<file path="src/logic/clic_pkg.sv">
// interrupt controller shared definitions
package clic_pkg;

  typedef logic [31:0] word;
  typedef logic [11:0] csr_addr_t;

  localparam int PrioWidth = 3;
  typedef logic [PrioWidth-1:0] prio_t;

  localparam int IMemAddrWidth = 16;
  typedef logic [IMemAddrWidth-1:0] imem_addr_t;
  // word address, byte offset bits dropped
  typedef logic [IMemAddrWidth-3:0] vec_store_t;

  // pc value the core presents on interrupt return
  localparam imem_addr_t RetMarker = '1;

  // csr address map, both bases aligned to 64
  localparam csr_addr_t MIntThreshAddr = 12'h347;
  localparam csr_addr_t VecCsrBase = 12'hb00;
  localparam csr_addr_t EntryCsrBase = 12'hb40;
  // offset bits within one bank, limits the number of vectors to 64
  localparam int VecIdxWidth = 6;

  // riscv funct3 encodings
  typedef enum logic [2:0] {
    CSR_RW  = 3'b001,
    CSR_RS  = 3'b010,
    CSR_RC  = 3'b011,
    CSR_RWI = 3'b101,
    CSR_RSI = 3'b110,
    CSR_RCI = 3'b111
  } csr_op_t;

  typedef enum logic {
    PC_NORMAL,
    PC_INTERRUPT
  } pc_interrupt_mux_t;

  typedef enum logic [1:0] {
    ACT_NONE,
    ACT_TAKE,
    ACT_TAIL,
    ACT_RETURN
  } int_action_t;

  typedef struct packed {
    prio_t prio;
    logic  enabled;
    // lsb, so an immediate can reach it
    logic  pended;
  } entry_t;

  typedef struct packed {
    csr_op_t op;
    word     operand;
  } csr_wr_t;

  typedef struct packed {
    logic       active;
    prio_t      prio;
    vec_store_t vec;
  } slot_req_t;

  typedef struct packed {
    logic                   valid;
    prio_t                  prio;
    vec_store_t             vec;
    logic [VecIdxWidth-1:0] index;
  } winner_t;

  typedef struct packed {
    imem_addr_t addr;
    prio_t      prio;
  } stack_entry_t;

endpackage

</file>
<file path="src/logic/clic_ctrl.sv">
// interrupt take, tail chain and return decision
`timescale 1ns/1ns

module clic_ctrl
  import clic_pkg::*;
#(
  parameter int VecSize = 8
) (
  input  winner_t            win,
  input  prio_t              thresh,
  input  imem_addr_t         pc_in,
  input  stack_entry_t       top,
  output int_action_t        action,
  output stack_entry_t       push_data,
  output logic               thresh_we,
  output prio_t              thresh_data,
  output logic [VecSize-1:0] clear_pend,
  output imem_addr_t         int_addr,
  output pc_interrupt_mux_t  pc_interrupt_sel,
  output logic               interrupt_out
);

  localparam int IdxWidth = (VecSize > 1) ? $clog2(VecSize) : 1;
  typedef logic [IdxWidth-1:0] idx_t;

  idx_t       sel;
  logic       is_ret;
  imem_addr_t vec_addr;

  assign sel      = idx_t'(win.index);
  assign is_ret   = (pc_in == RetMarker);
  // handler word address to byte address
  assign vec_addr = {win.vec, 2'b00};

  // pc and old threshold are stacked on take and restored on return
  assign push_data = '{addr: pc_in, prio: thresh};

  always_comb begin
    action           = ACT_NONE;
    thresh_we        = 1'b0;
    thresh_data      = '0;
    clear_pend       = '0;
    int_addr         = pc_in;
    pc_interrupt_sel = PC_NORMAL;
    interrupt_out    = 1'b0;
    if (win.valid && (win.prio > thresh)) begin
      // preempt and raise the threshold to the new level
      action           = ACT_TAKE;
      thresh_we        = 1'b1;
      thresh_data      = win.prio;
      clear_pend[sel]  = 1'b1;
      int_addr         = vec_addr;
      pc_interrupt_sel = PC_INTERRUPT;
      interrupt_out    = 1'b1;
    end else if (is_ret && win.valid) begin
      // tail chain keeps the stack and the threshold
      action           = ACT_TAIL;
      clear_pend[sel]  = 1'b1;
      int_addr         = vec_addr;
      pc_interrupt_sel = PC_INTERRUPT;
      interrupt_out    = 1'b1;
    end else if (is_ret) begin
      action           = ACT_RETURN;
      thresh_we        = 1'b1;
      thresh_data      = top.prio;
      int_addr         = top.addr;
      pc_interrupt_sel = PC_INTERRUPT;
    end
  end

  // at most one acknowledge per cycle
  always_comb begin
    assert ($onehot0(clear_pend))
      else $error("more than one pend clear active");
  end

endmodule

</file>
<file path="src/logic/csr_access.sv">
// csr address decode and readback
`timescale 1ns/1ns

module csr_access
  import clic_pkg::*;
#(
  parameter int VecSize = 8
) (
  input  logic               csr_enable,
  input  csr_addr_t          csr_addr,
  input  csr_op_t            csr_op,
  input  logic [4:0]         rs1_zimm,
  input  word                rs1_data,
  input  word                thresh_val,
  input  word                vec_val   [VecSize],
  input  word                entry_val [VecSize],
  output csr_wr_t            wr,
  output logic               thresh_we,
  output logic [VecSize-1:0] vec_we,
  output logic [VecSize-1:0] entry_we,
  output word                csr_out
);

  logic                   thresh_hit;
  logic                   vec_hit;
  logic                   entry_hit;
  logic [VecIdxWidth-1:0] offset;
  word                    operand;

  // bank select on the upper bits, slot on the low bits
  assign thresh_hit = (csr_addr == MIntThreshAddr);
  assign vec_hit    = (csr_addr[11:VecIdxWidth] == VecCsrBase[11:VecIdxWidth]);
  assign entry_hit  = (csr_addr[11:VecIdxWidth] == EntryCsrBase[11:VecIdxWidth]);
  assign offset     = csr_addr[VecIdxWidth-1:0];

  always_comb begin
    case (csr_op)
      CSR_RW, CSR_RS, CSR_RC: operand = rs1_data;
      default:                operand = word'(rs1_zimm);
    endcase
  end

  assign wr = '{op: csr_op, operand: operand};

  always_comb begin
    thresh_we = csr_enable && thresh_hit;
    for (int k = 0; k < VecSize; k++) begin
      vec_we[k]   = csr_enable && vec_hit && (offset == VecIdxWidth'(k));
      entry_we[k] = csr_enable && entry_hit && (offset == VecIdxWidth'(k));
    end
  end

  // readback, unmapped addresses give zero
  always_comb begin
    csr_out = '0;
    if (thresh_hit) begin
      csr_out = thresh_val;
    end
    for (int k = 0; k < VecSize; k++) begin
      if (vec_hit && (offset == VecIdxWidth'(k))) begin
        csr_out = vec_val[k];
      end
      if (entry_hit && (offset == VecIdxWidth'(k))) begin
        csr_out = entry_val[k];
      end
    end
  end

  // address map must keep every register distinct
  always_comb begin
    assert ($onehot0({thresh_we, vec_we, entry_we}))
      else $error("more than one csr write strobe active");
  end

endmodule

</file>
<file path="src/logic/csr_reg.sv">
// single control and status register
`timescale 1ns/1ns

module csr_reg
  import clic_pkg::*;
#(
  parameter int Width = 8
) (
  input  logic             clk,
  input  logic             arst_n,
  input  logic             we,
  input  csr_wr_t          wr,
  input  logic             ext_we,
  input  logic [Width-1:0] ext_data,
  output logic [Width-1:0] data,
  output word              value
);

  logic [Width-1:0] operand;

  // only the bits this register holds
  assign operand = wr.operand[Width-1:0];

  always_ff @(posedge clk or negedge arst_n) begin
    if (!arst_n) begin
      data <= '0;
    end else if (ext_we) begin
      // controller update has priority over software
      data <= ext_data;
    end else if (we) begin
      case (wr.op)
        CSR_RW, CSR_RWI: data <= operand;
        CSR_RS, CSR_RSI: data <= data | operand;
        CSR_RC, CSR_RCI: data <= data & ~operand;
        default:         data <= data;
      endcase
    end
  end

  assign value = word'(data);

endmodule

</file>
<file path="src/logic/n_clic.sv">
// nested vectored interrupt controller top
`timescale 1ns/1ns

module n_clic
  import clic_pkg::*;
#(
  parameter int VecSize    = 8,
  parameter int StackDepth = 8
) (
  input  logic              clk,
  input  logic              arst_n,
  input  logic              csr_enable,
  input  csr_addr_t         csr_addr,
  input  csr_op_t           csr_op,
  input  logic [4:0]        rs1_zimm,
  input  word               rs1_data,
  input  imem_addr_t        pc_in,
  output word               csr_out,
  output imem_addr_t        int_addr,
  output pc_interrupt_mux_t pc_interrupt_sel,
  output prio_t             level_out,
  output logic              interrupt_out
);

  csr_wr_t            wr;
  logic               csr_thresh_we;
  logic [VecSize-1:0] vec_we;
  logic [VecSize-1:0] entry_we;
  word                thresh_val;
  word                vec_val   [VecSize];
  word                entry_val [VecSize];

  prio_t              thresh;
  logic               hw_thresh_we;
  prio_t              hw_thresh_data;
  logic [VecSize-1:0] clear_pend;

  slot_req_t          req [VecSize];
  winner_t            win;
  int_action_t        action;
  stack_entry_t       push_data;
  stack_entry_t       top;

  csr_access #(
    .VecSize(VecSize)
  ) u_csr_access (
    .csr_enable,
    .csr_addr,
    .csr_op,
    .rs1_zimm,
    .rs1_data,
    .thresh_val,
    .vec_val,
    .entry_val,
    .wr,
    .thresh_we(csr_thresh_we),
    .vec_we,
    .entry_we,
    .csr_out
  );

  csr_reg #(
    .Width(PrioWidth)
  ) u_thresh (
    .clk,
    .arst_n,
    .we      (csr_thresh_we),
    .wr,
    .ext_we  (hw_thresh_we),
    .ext_data(hw_thresh_data),
    .data    (thresh),
    .value   (thresh_val)
  );

  for (genvar k = 0; k < VecSize; k++) begin : gen_slot
    vector_slot u_slot (
      .clk,
      .arst_n,
      .wr,
      .vec_we    (vec_we[k]),
      .entry_we  (entry_we[k]),
      .clear_pend(clear_pend[k]),
      .req       (req[k]),
      .vec_val   (vec_val[k]),
      .entry_val (entry_val[k])
    );
  end

  prio_select #(
    .VecSize(VecSize)
  ) u_prio_select (
    .req,
    .thresh,
    .win
  );

  ret_stack #(
    .StackDepth(StackDepth)
  ) u_ret_stack (
    .clk,
    .arst_n,
    .action,
    .push_data,
    .top,
    .level(level_out)
  );

  clic_ctrl #(
    .VecSize(VecSize)
  ) u_clic_ctrl (
    .win,
    .thresh,
    .pc_in,
    .top,
    .action,
    .push_data,
    .thresh_we  (hw_thresh_we),
    .thresh_data(hw_thresh_data),
    .clear_pend,
    .int_addr,
    .pc_interrupt_sel,
    .interrupt_out
  );

endmodule

</file>
<file path="src/logic/prio_select.sv">
// highest priority pending vector
`timescale 1ns/1ns

module prio_select
  import clic_pkg::*;
#(
  parameter int VecSize = 8
) (
  input  slot_req_t req [VecSize],
  input  prio_t     thresh,
  output winner_t   win
);

  localparam int IdxWidth = (VecSize > 1) ? $clog2(VecSize) : 1;
  typedef logic [IdxWidth-1:0] idx_t;

  prio_t      max_prio;
  vec_store_t max_vec;
  idx_t       max_idx;
  logic       found;

  // running maximum seeded with the threshold
  // >= lets a later slot win a tie
  always_comb begin
    max_prio = thresh;
    max_vec  = '0;
    max_idx  = '0;
    found    = 1'b0;
    for (int k = 0; k < VecSize; k++) begin
      if (req[k].active && (req[k].prio >= max_prio)) begin
        max_prio = req[k].prio;
        max_vec  = req[k].vec;
        max_idx  = idx_t'(k);
        found    = 1'b1;
      end
    end
  end

  assign win = '{
    valid: found,
    prio:  max_prio,
    vec:   max_vec,
    index: VecIdxWidth'(max_idx)
  };

endmodule

</file>
<file path="src/logic/ret_stack.sv">
// return pc and threshold stack
`timescale 1ns/1ns

module ret_stack
  import clic_pkg::*;
#(
  parameter int StackDepth = 8
) (
  input  logic         clk,
  input  logic         arst_n,
  input  int_action_t  action,
  input  stack_entry_t push_data,
  output stack_entry_t top,
  output prio_t        level
);

  localparam int CntWidth = $clog2(StackDepth + 1);
  localparam int PtrWidth = (StackDepth > 1) ? $clog2(StackDepth) : 1;

  stack_entry_t          mem [StackDepth];
  logic [CntWidth-1:0]   count;
  logic [PtrWidth-1:0]   wr_ptr;
  logic [PtrWidth-1:0]   top_ptr;

  assign wr_ptr  = PtrWidth'(count);
  assign top_ptr = PtrWidth'(count - 1'b1);

  always_ff @(posedge clk or negedge arst_n) begin
    if (!arst_n) begin
      count <= '0;
    end else begin
      case (action)
        ACT_TAKE:   count <= count + 1'b1;
        ACT_RETURN: count <= count - 1'b1;
        default:    count <= count;
      endcase
    end
  end

  always_ff @(posedge clk) begin
    if (action == ACT_TAKE) begin
      mem[wr_ptr] <= push_data;
    end
  end

  // empty stack shows zero
  assign top   = (count != '0) ? mem[top_ptr] : '0;
  assign level = prio_t'(count);

  a_no_push_full: assert property (
    @(posedge clk) disable iff (!arst_n) (action == ACT_TAKE) |-> (count < StackDepth)
  ) else $error("interrupt taken with return stack full");

  a_no_pop_empty: assert property (
    @(posedge clk) disable iff (!arst_n) (action == ACT_RETURN) |-> (count != '0)
  ) else $error("interrupt return with empty stack");

endmodule

</file>
<file path="src/logic/vector_slot.sv">
// one interrupt vector with its entry
`timescale 1ns/1ns

module vector_slot
  import clic_pkg::*;
(
  input  logic      clk,
  input  logic      arst_n,
  input  csr_wr_t   wr,
  input  logic      vec_we,
  input  logic      entry_we,
  input  logic      clear_pend,
  output slot_req_t req,
  output word       vec_val,
  output word       entry_val
);

  vec_store_t vec;
  entry_t     entry;
  entry_t     entry_cleared;

  // handler address, software only
  csr_reg #(
    .Width($bits(vec_store_t))
  ) u_vec (
    .clk,
    .arst_n,
    .we      (vec_we),
    .wr,
    .ext_we  (1'b0),
    .ext_data('0),
    .data    (vec),
    .value   (vec_val)
  );

  // acknowledge drops the pend bit and keeps the rest
  always_comb begin
    entry_cleared        = entry;
    entry_cleared.pended = 1'b0;
  end

  csr_reg #(
    .Width($bits(entry_t))
  ) u_entry (
    .clk,
    .arst_n,
    .we      (entry_we),
    .wr,
    .ext_we  (clear_pend),
    .ext_data(entry_cleared),
    .data    (entry),
    .value   (entry_val)
  );

  assign req = '{active: entry.enabled && entry.pended, prio: entry.prio, vec: vec};

endmodule

</file>
<file path="config.mk">
export PLATFORM = sky130hd
export DESIGN_NAME = n_clic
export DESIGN_NICKNAME = d
export VERILOG_FILES = /design/src/logic/clic_pkg.sv /design/src/logic/clic_ctrl.sv /design/src/logic/csr_access.sv /design/src/logic/csr_reg.sv /design/src/logic/n_clic.sv /design/src/logic/prio_select.sv /design/src/logic/ret_stack.sv /design/src/logic/vector_slot.sv
export SDC_FILE = /design/constraint.sdc
export NUM_CORES = 1
export LEC_CHECK = 0
export ABC_AREA = 1
export BUFFER_PORTS_ARGS = -buffer_cell sky130_fd_sc_hd__clkbuf_2
export CAP_MARGIN = 20
export CORE_ASPECT_RATIO = 1.75
export CORE_MARGIN = 3
export CORE_UTILIZATION = 56
export DETAILED_ROUTE_END_ITERATION = 8
export PLACE_DENSITY = 0.8
export SKIP_LAST_GASP = 1
export SYNTH_ARGS = -nofsm -noshare
export SYNTH_HDL_FRONTEND = slang
export SYNTH_SLANG_ARGS = --single-unit
</file>
<file path="constraint.sdc">
create_clock -name clk -period 11.5 [get_ports clk]
set_input_delay 0.575 -clock clk [delete_from_list [all_inputs] [get_ports clk]]
set_output_delay 0.575 -clock clk [all_outputs]
set_load 0.02 [all_outputs]
</file>
=== Word-level counts from Yosys, hierarchy flattened ===
Memory sizes are Yosys's and may differ from the RTL's.
Cells that the tools add are included.

* Add/sub/neg operators: 2
* Magnitude comparators: 11
* Equal/unequal tests: 19
* Multiplexer cells: 108
* Bitwise operators: 45
* Reductions and logical operators: 105

{| class="wikitable"
|+ Operators with widths
! kind !! count
|-
| 2-to-1 mux 14 bit || 25
|-
| one-hot mux 14 bit (3 select lines) || 8
|-
| one-hot mux 5 bit (3 select lines) || 8
|-
| AND 14 bit || 8
|-
| bitwise OR 14 bit || 8
|-
| logical AND 1 bit || 54
|-
| 2-to-1 mux 3 bit || 18
|-
| 2-to-1 mux 16 bit || 3
|-
| AND 5 bit || 8
|-
| bitwise OR 5 bit || 8
|-
| nonzero test 4 bit || 10
|-
| 2-to-1 mux 1 bit || 35
|-
| AND reduction 2 bit || 17
|-
| == test 6 x 3 -> 1 bit, second input constant || 4
|-
| greater-or-equal comparator 3 bit || 8
|-
| AND reduction 3 bit || 8
|-
| nonzero test 2 bit || 10
|-
| 2-to-1 mux 19 bit || 1
|-
| == test 16 bit, second input constant || 1
|-
| 2-to-1 mux 8 bit || 2
|-
| NOT 14 bit || 1
|-
| == test 12 x 10 -> 1 bit, second input constant || 1
|-
| == test 6 x 2 -> 1 bit, second input constant || 2
|-
| == test 6 bit, second input constant || 2
|-
| other kinds (24) || 40
|}

* Flip-flop bits (word level): 159
* RAM bits: 152
* Input bits: 71
* Output and inout port bits: 53
* Memories: 1

{| class="wikitable"
|+ Memories
! name !! words !! bits a word !! read ports !! clocked after Yosys merged registers in !! write ports !! RTL line !! text
|-
| u_ret_stack.mem || 8 || 19 || 1 || 0 || 1 || ret_stack.sv:20 || <nowiki>stack_entry_t mem [StackDepth];</nowiki>
|}

=== Logic depth before layout (Yosys ltp) ===
* Word-level depth: 32
* Gate-level depth with buffers: 80

=== Cells and area by module ===
Synthesis repeated with hierarchy kept, for this count alone.

* Cells, all modules: 5,325
* Area, all modules: 33,350.7 um^2

{| class="wikitable"
|+ Modules (own cells, without submodules)
! module !! times used !! cells an instance !! area each (um^2) !! seq. area each (um^2)
|-
| csr_reg at gen_slot[0].u_slot.u_vec ... || 8 || 178 || 1,262.5 || 350.3
|-
| csr_access || 1 || 1,746 || 7,453.4 || 0.0
|-
| ret_stack || 1 || 704 || 7,023.0 || 4,664.5
|-
| csr_reg at gen_slot[0].u_slot.u_entry ... || 8 || 90 || 624.3 || 125.1
|-
| prio_select || 1 || 414 || 2,153.3 || 0.0
|-
| clic_ctrl || 1 || 222 || 1,063.5 || 0.0
|-
| csr_reg at u_thresh || 1 || 71 || 473.0 || 75.1
|-
| vector_slot || 8 || 3 || 11.3 || 0.0
|}

=== Worst setup path after synthesis ===
No wires, ideal clock.

* Kind: reg-to-reg
* From: reg u_thresh.data[2]
* To: mem u_ret_stack.mem[6][0] (netlist name) (enable)
* Data arrival time: 10,221 ps
* Required time: 11,081 ps
* Setup slack: 860 ps
* Cell stages (with the launch flop): 72
* Buffers on the path: 2
* Cells stage by stage: dfrtp_1 > inv_1 > ha_1 > nand2_1 > inv_1 > nand2_1 > nand2_2 > nand2_4 > o21ai_0 > ha_1 > inv_1 > nand3_1 > nand3_1 > nand3_2 > nand2_2 > nand2_1 > o21ai_0 > ha_1 > [... 36 more ...] > o21ai_0 > inv_1 > ha_1 > a21oi_1 > o211ai_1 > nand2_1 > clkinv_1 > nand2_1 > nand2_1 > ha_1 > nand2_1 > nor2_1 > a211oi_1 > a31oi_1 > nand2_4 > inv_2 > nand2_1 > nor3_1

* Longest elaborated chain between the ends: 30
* Elaborated cells between the ends (all ways): 40
* Classes of those cells: order compare: 9; eq/ne: 1; mux: 20; reduce/logical: 10

{| class="wikitable"
|+ RTL lines
! item !! RTL line !! text
|-
| start: declaration || csr_reg.sv:15 || <nowiki>output logic [Width-1:0] data,</nowiki>
|-
| start signal: assignment || csr_reg.sv:29 || <nowiki>data <= ext_data;</nowiki>
|-
| start signal: assignment || csr_reg.sv:32 || <nowiki>CSR_RW, CSR_RWI: data <= operand;</nowiki>
|-
| start signal: assignment || csr_reg.sv:33 || <nowiki>CSR_RS, CSR_RSI: data <= data | operand;</nowiki>
|-
| greater-or-equal comparator 3 bit || prio_select.sv:30 || <nowiki>if (req[k].active && (req[k].prio >= max_prio)) begin</nowiki>
|-
| logical AND 1 bit || prio_select.sv:30 ||
|-
| 2-to-1 mux 3 bit || prio_select.sv:30 ||
|-
| greater-or-equal comparator 3 bit || prio_select.sv:30 ||
|-
| logical AND 1 bit || prio_select.sv:30 ||
|-
| 2-to-1 mux 3 bit || prio_select.sv:30 ||
|-
| greater-or-equal comparator 3 bit || prio_select.sv:30 ||
|-
| logical AND 1 bit || prio_select.sv:30 ||
|-
| [... 14 more ...] || -- ||
|-
| logical AND 1 bit || prio_select.sv:30 ||
|-
| 2-to-1 mux 3 bit / 2-to-1 mux 1 bit (equally long branches) || prio_select.sv:30 ||
|-
| greater-than comparator 3 bit / logical AND 1 bit (equally long branches) || clic_ctrl.sv:46, clic_ctrl.sv:55 ||
|-
| logical AND 1 bit / 2-to-1 mux 2 bit (equally long branches) || clic_ctrl.sv:46, clic_ctrl.sv:55 ||
|-
| 2-to-1 mux 2 bit (*) || clic_ctrl.sv:46 || <nowiki>if (win.valid && (win.prio > thresh)) begin</nowiki>
|-
| == test 2 x 1 -> 1 bit (*) || ret_stack.sv:41 || <nowiki>if (action == ACT_TAKE) begin</nowiki>
|-
| 2-to-1 mux 1 bit (*) || ret_stack.sv:41 ||
|-
| 2-to-1 mux 1 bit (implied by the code) (*) || ret_stack.sv:42 || <nowiki>mem[wr_ptr] <= push_data;</nowiki>
|-
| end: declaration || ret_stack.sv:20 ||
|}

Mark *: on every way between the ends. The rest lies on a longest branch, timed or not.

=== Worst setup path after layout ===
* From: reg u_thresh.data[1]
* To: out int_addr[14]

* Longest elaborated chain between the ends: 27
* Elaborated cells between the ends (all ways): 45
* Classes of those cells: order compare: 9; mux: 26; reduce/logical: 10

{| class="wikitable"
|+ RTL lines
! item !! RTL line !! text
|-
| greater-or-equal comparator 3 bit || prio_select.sv:30 ||
|-
| logical AND 1 bit || prio_select.sv:30 ||
|-
| 2-to-1 mux 3 bit || prio_select.sv:30 ||
|-
| greater-or-equal comparator 3 bit || prio_select.sv:30 ||
|-
| logical AND 1 bit || prio_select.sv:30 ||
|-
| 2-to-1 mux 3 bit || prio_select.sv:30 ||
|-
| greater-or-equal comparator 3 bit || prio_select.sv:30 ||
|-
| logical AND 1 bit || prio_select.sv:30 ||
|-
| [... 11 more ...] || -- ||
|-
| logical AND 1 bit || prio_select.sv:30 ||
|-
| 2-to-1 mux 3 bit || prio_select.sv:30 ||
|-
| greater-or-equal comparator 3 bit || prio_select.sv:30 ||
|-
| logical AND 1 bit || prio_select.sv:30 ||
|-
| 2-to-1 mux 3 bit / 2-to-1 mux 1 bit (equally long branches) || prio_select.sv:30 ||
|-
| greater-than comparator 3 bit / logical AND 1 bit (equally long branches) || clic_ctrl.sv:46, clic_ctrl.sv:55 ||
|-
| logical AND 1 bit / 2-to-1 mux 16 bit (equally long branches) || clic_ctrl.sv:46, clic_ctrl.sv:55 ||
|-
| 2-to-1 mux 16 bit (*) || clic_ctrl.sv:46 ||
|-
| end: declaration || n_clic.sv:19 || <nowiki>output imem_addr_t int_addr,</nowiki>
|}

Marks and branches as above.

==> qor.txt <==
================================================================================
Result of the run .................................................    completed
DRC viols .........................................................            0
Initial cell density of the core ..................................       0.5731
Sequential cell area .............................................. 0.008547 mm^2
H-tree levels .....................................................            1
Vertical extent of the die ........................................     236.2 um
Max Clock Skew ....................................................     26.19 ps
Global-route wire length before repair ............................     82.70 mm
Number of I/O pins ................................................          124
CTS Hold Bufs .....................................................            0
Worst-path fanout max .............................................            9
Number of global-route vias before repair .........................        14895
Endpoint of the worst-slack reg-to-reg timing path ................ u_ret_stack.mem[0][1]$_DFFE_PP_
Diode insertion count for antenna repair ..........................            0
CTS root buffer ...................................................    clkbuf_16
Met2 global-route usage ...........................................       0.5722
Number of core rows ...............................................           83
Startpoint type of the worst setup path ...........................         flop
Largest cells by area after synthesis ............................. edfxtp_1, dfrtp_1, o21ai_0, nand2_1, a21oi_1
Number of cell instances on the worst register-to-register path ...           77
Crit Path Class ...................................................   reg -> out
Library cells used by synthesis ...................................           55
Drt pass-1 iters ..................................................            6
Endpoints failing setup ...........................................            0
GR Overflow Total .................................................            0
Cell Pwr Density .................................................. 120.5 mW/mm^2
Util after Layout .................................................       0.6451
Arrival time worst endpoint .......................................     10190 ps
Multi-input combinational cell area ............................... 0.007283 mm^2
Final Hold Violating Endpoints ....................................            0
Synth Register Bits ...............................................          311
Vias per inst .....................................................        6.297
Most frequent cells in the layout ................................. nand2_1, o21ai_0, inv_1, nor2_1, dfrtp_1
Yosys warning count ...............................................            0
Maximum number of pins on one net before global-route repair ......           83
Met1 track demand over resource ...................................       0.3782
Leading cell type in the layout, fill and taps excluded ...........      nand2_1
Via total after detailed routing ..................................        15395
Transition time at the pin with the least slew margin .............      1142 ps
Endpoint type of the worst setup path .............................   output pin
Fraction of final layout cells with drive strength greater than 1 .       0.1464
Tcrit/Tclk final ..................................................       0.9357
Total core area ................................................... 0.02960 mm^2
Die span in x .....................................................     137.6 um
GPL Wtd Cong ......................................................        1.041
Total Nets Final ..................................................         2129
Worst-Skew Late Latency ...........................................       590 ps
Data required time at the worst endpoint ..........................     10930 ps
Buffer levels on the longest clock path ...........................            3
Fillcell total ....................................................         2452
Worst relative slew slack .........................................       0.2358
Cell family with most CP delay .................................... simple AND/OR/NAND/NOR gates
Met3 track demand over resource ...................................      0.04225
Initial DRC Count .................................................         1703
Top-area cell type share of the netlist area ......................       0.2691
Shortest period the worst path allows .............................     10760 ps
Hold Crit Class ...................................................  in -> async
Clock Pin Slew Worst Setup and Hold Paths .........................        80 ps
Routed wire per std cell ..........................................     22.17 um
Post-synthesis instance area ...................................... 0.01696 mm^2
Count of input and output buffers .................................           87
Reg2reg setup slack ...............................................      1150 ps
Top_reg_cell synth ................................................      dfrtp_1
Sequential fraction of the synthesis area .........................       0.5037
Synth Instances ...................................................         1945
Highest Clock Rate ................................................    92.94 MHz
CTS tree ..........................................................          yes
Number of placed instances, taps included .........................         2374
Reg-to-reg critical path startpoint ............................... u_thresh.data[1]$_DFFE_PN0P_
Non-filler instance count after layout ............................         2445
CP bufs+invs ......................................................           15
Number of clock sinks seen by CTS .................................          311
Mean instance size in the synthesized netlist .....................   8.721 um^2
HPWL reported at the end of detailed placement ....................     38.39 mm
Number of antenna violations at the first check in global routing .            0
Antenna-violating nets left .......................................            0
Slowest-stage cell, CP ............................................      dfrtp_2
Largest voltage drop on the vdd net ...............................    0.1195 mV
Die ar. ........................................................... 0.03250 mm^2
Final Routed Wirelength ...........................................     54.20 mm
Area added between synthesis and finish ...........................       12.55%
Busiest grt layer .................................................         met2
Maximum capacitance violations ....................................            0
Cell repeated most along the worst path ...........................      nand2_1
Final number of max-transition violations .........................            0
Maximum cell stage delay along the critical path ..................       410 ps
Static leakage power ..............................................     8.127 nW
Clock buffers created by TritonCTS ................................           28
Number of flops mapped to enable cells by yosys ...................          152
Synth async-reset ratio ...........................................       0.5113
Biggest area consumer among synthesized cells .....................     edfxtp_1
Combined global-route utilization of all metal layers .............       0.3294
================================================================================
registers in the layout (all words and copies together), names as in the netlist:
signal / cells
u_ret_stack.mem: 152
gen_slot.u_slot.u_entry.data: 40
gen_slot.u_slot.u_vec.data: 112
u_ret_stack.count: 4
u_thresh.data: 3
report_power, final:
part	switching [W]	internal, W
clock	0.000452	0.000561
combinational	0.0000953	0.0000241
sequential	0.00000118	0.00117
total	0.000549	0.00175
metrics by stage:
stage	area, um^2	setup WS, ps	total power, W	setup TNS [ps]	hold slack (ps)
after floorplan	17030	859.8	0.001248	0	279.4
after global placement	17860	663.9	0.001304	0	455.2
after global routing	19090	-84.90	0.002355	-276.7	100.5
after CTS	18890	22.52	0.002304	0	63.93
after detailed placement	17860	215.6	0.001306	0	458.4
final	19090	739.9	0.002301	0	36.07
layer usage:
metal,up-vias,share of wire
li1,7006,-
met1,7192,0.34
met2,919,0.51
met3,278,0.080
met4,0,0.075
met5,-,0
how the worst max path moves through the flow:
| stage | from | to | slack (ps) | depth (start not counted) |
|---|---|---|---|---|
| finish | u_thresh.data[1]$_DFFE_PN0P_ | int_addr[14] | 740 | 77 |
| global route | u_thresh.data[1]$_DFFE_PN0P_ | int_addr[13] | -80 | 78 |
| CTS | u_thresh.data[1]$_DFFE_PN0P_ | int_addr[13] | 20 | 77 |
| detailed placement | u_thresh.data[1]$_DFFE_PN0P_ | int_addr[11] | 220 | 72 |
| global placement | u_thresh.data[1]$_DFFE_PN0P_ | int_addr[11] | 660 | 71 |
| floorplan | u_thresh.data[2]$_DFFE_PN0P_ | u_ret_stack.mem[6][0]$_DFFE_PP_ | 860 | 71 |
cell type report:
type,count,area share
clock buffers,31,0.03834
well taps,382,0.02503
inverters,207,0.04135
repair buffers,153,0.05230
clock inverters,21,0.01383
flip-flops and latches,311,0.4477
multi-input cells,1340,0.3815
cells by family after synthesis:
family,after synthesis,synth area share
buffers and inverters,311,0.07568
AOI/OAI and AO/OA,642,0.2244
adders and majority gates,17,0.01254
and+or+nand+nor,649,0.1756
xor gates and xnor gates,4,0.002066
DFF,311,0.5037
muxes,10,0.005901
other,1,0.0002211
synth_stat cells (8+ instances only):
master	number
clkbuf_1	73
edfxtp_1	152
nand3_2	8
o21ai_0	272
o31ai_1	8
ha_1	17
nand2_1	279
nand2_4	8
mux2i_1	10
o21ai_1	17
o221ai_1	41
a22oi_1	26
a21oi_1	144
nand3_1	116
dfrtp_1	159
inv_1	191
buf_4	22
nor2_1	177
o22ai_1	9
o211ai_1	91
nand4_1	11
nand2_2	21
timing repair:
| item | in CTS | in global routing |
|---|---|---|
| pin swaps | 0 | 8 |
| buffers inserted | 2 | 15 |
| resized for setup | 7 | 19 |
| endpoints found under the setup margin | 12 | 119 |
(Power assumes the default switching activity.)
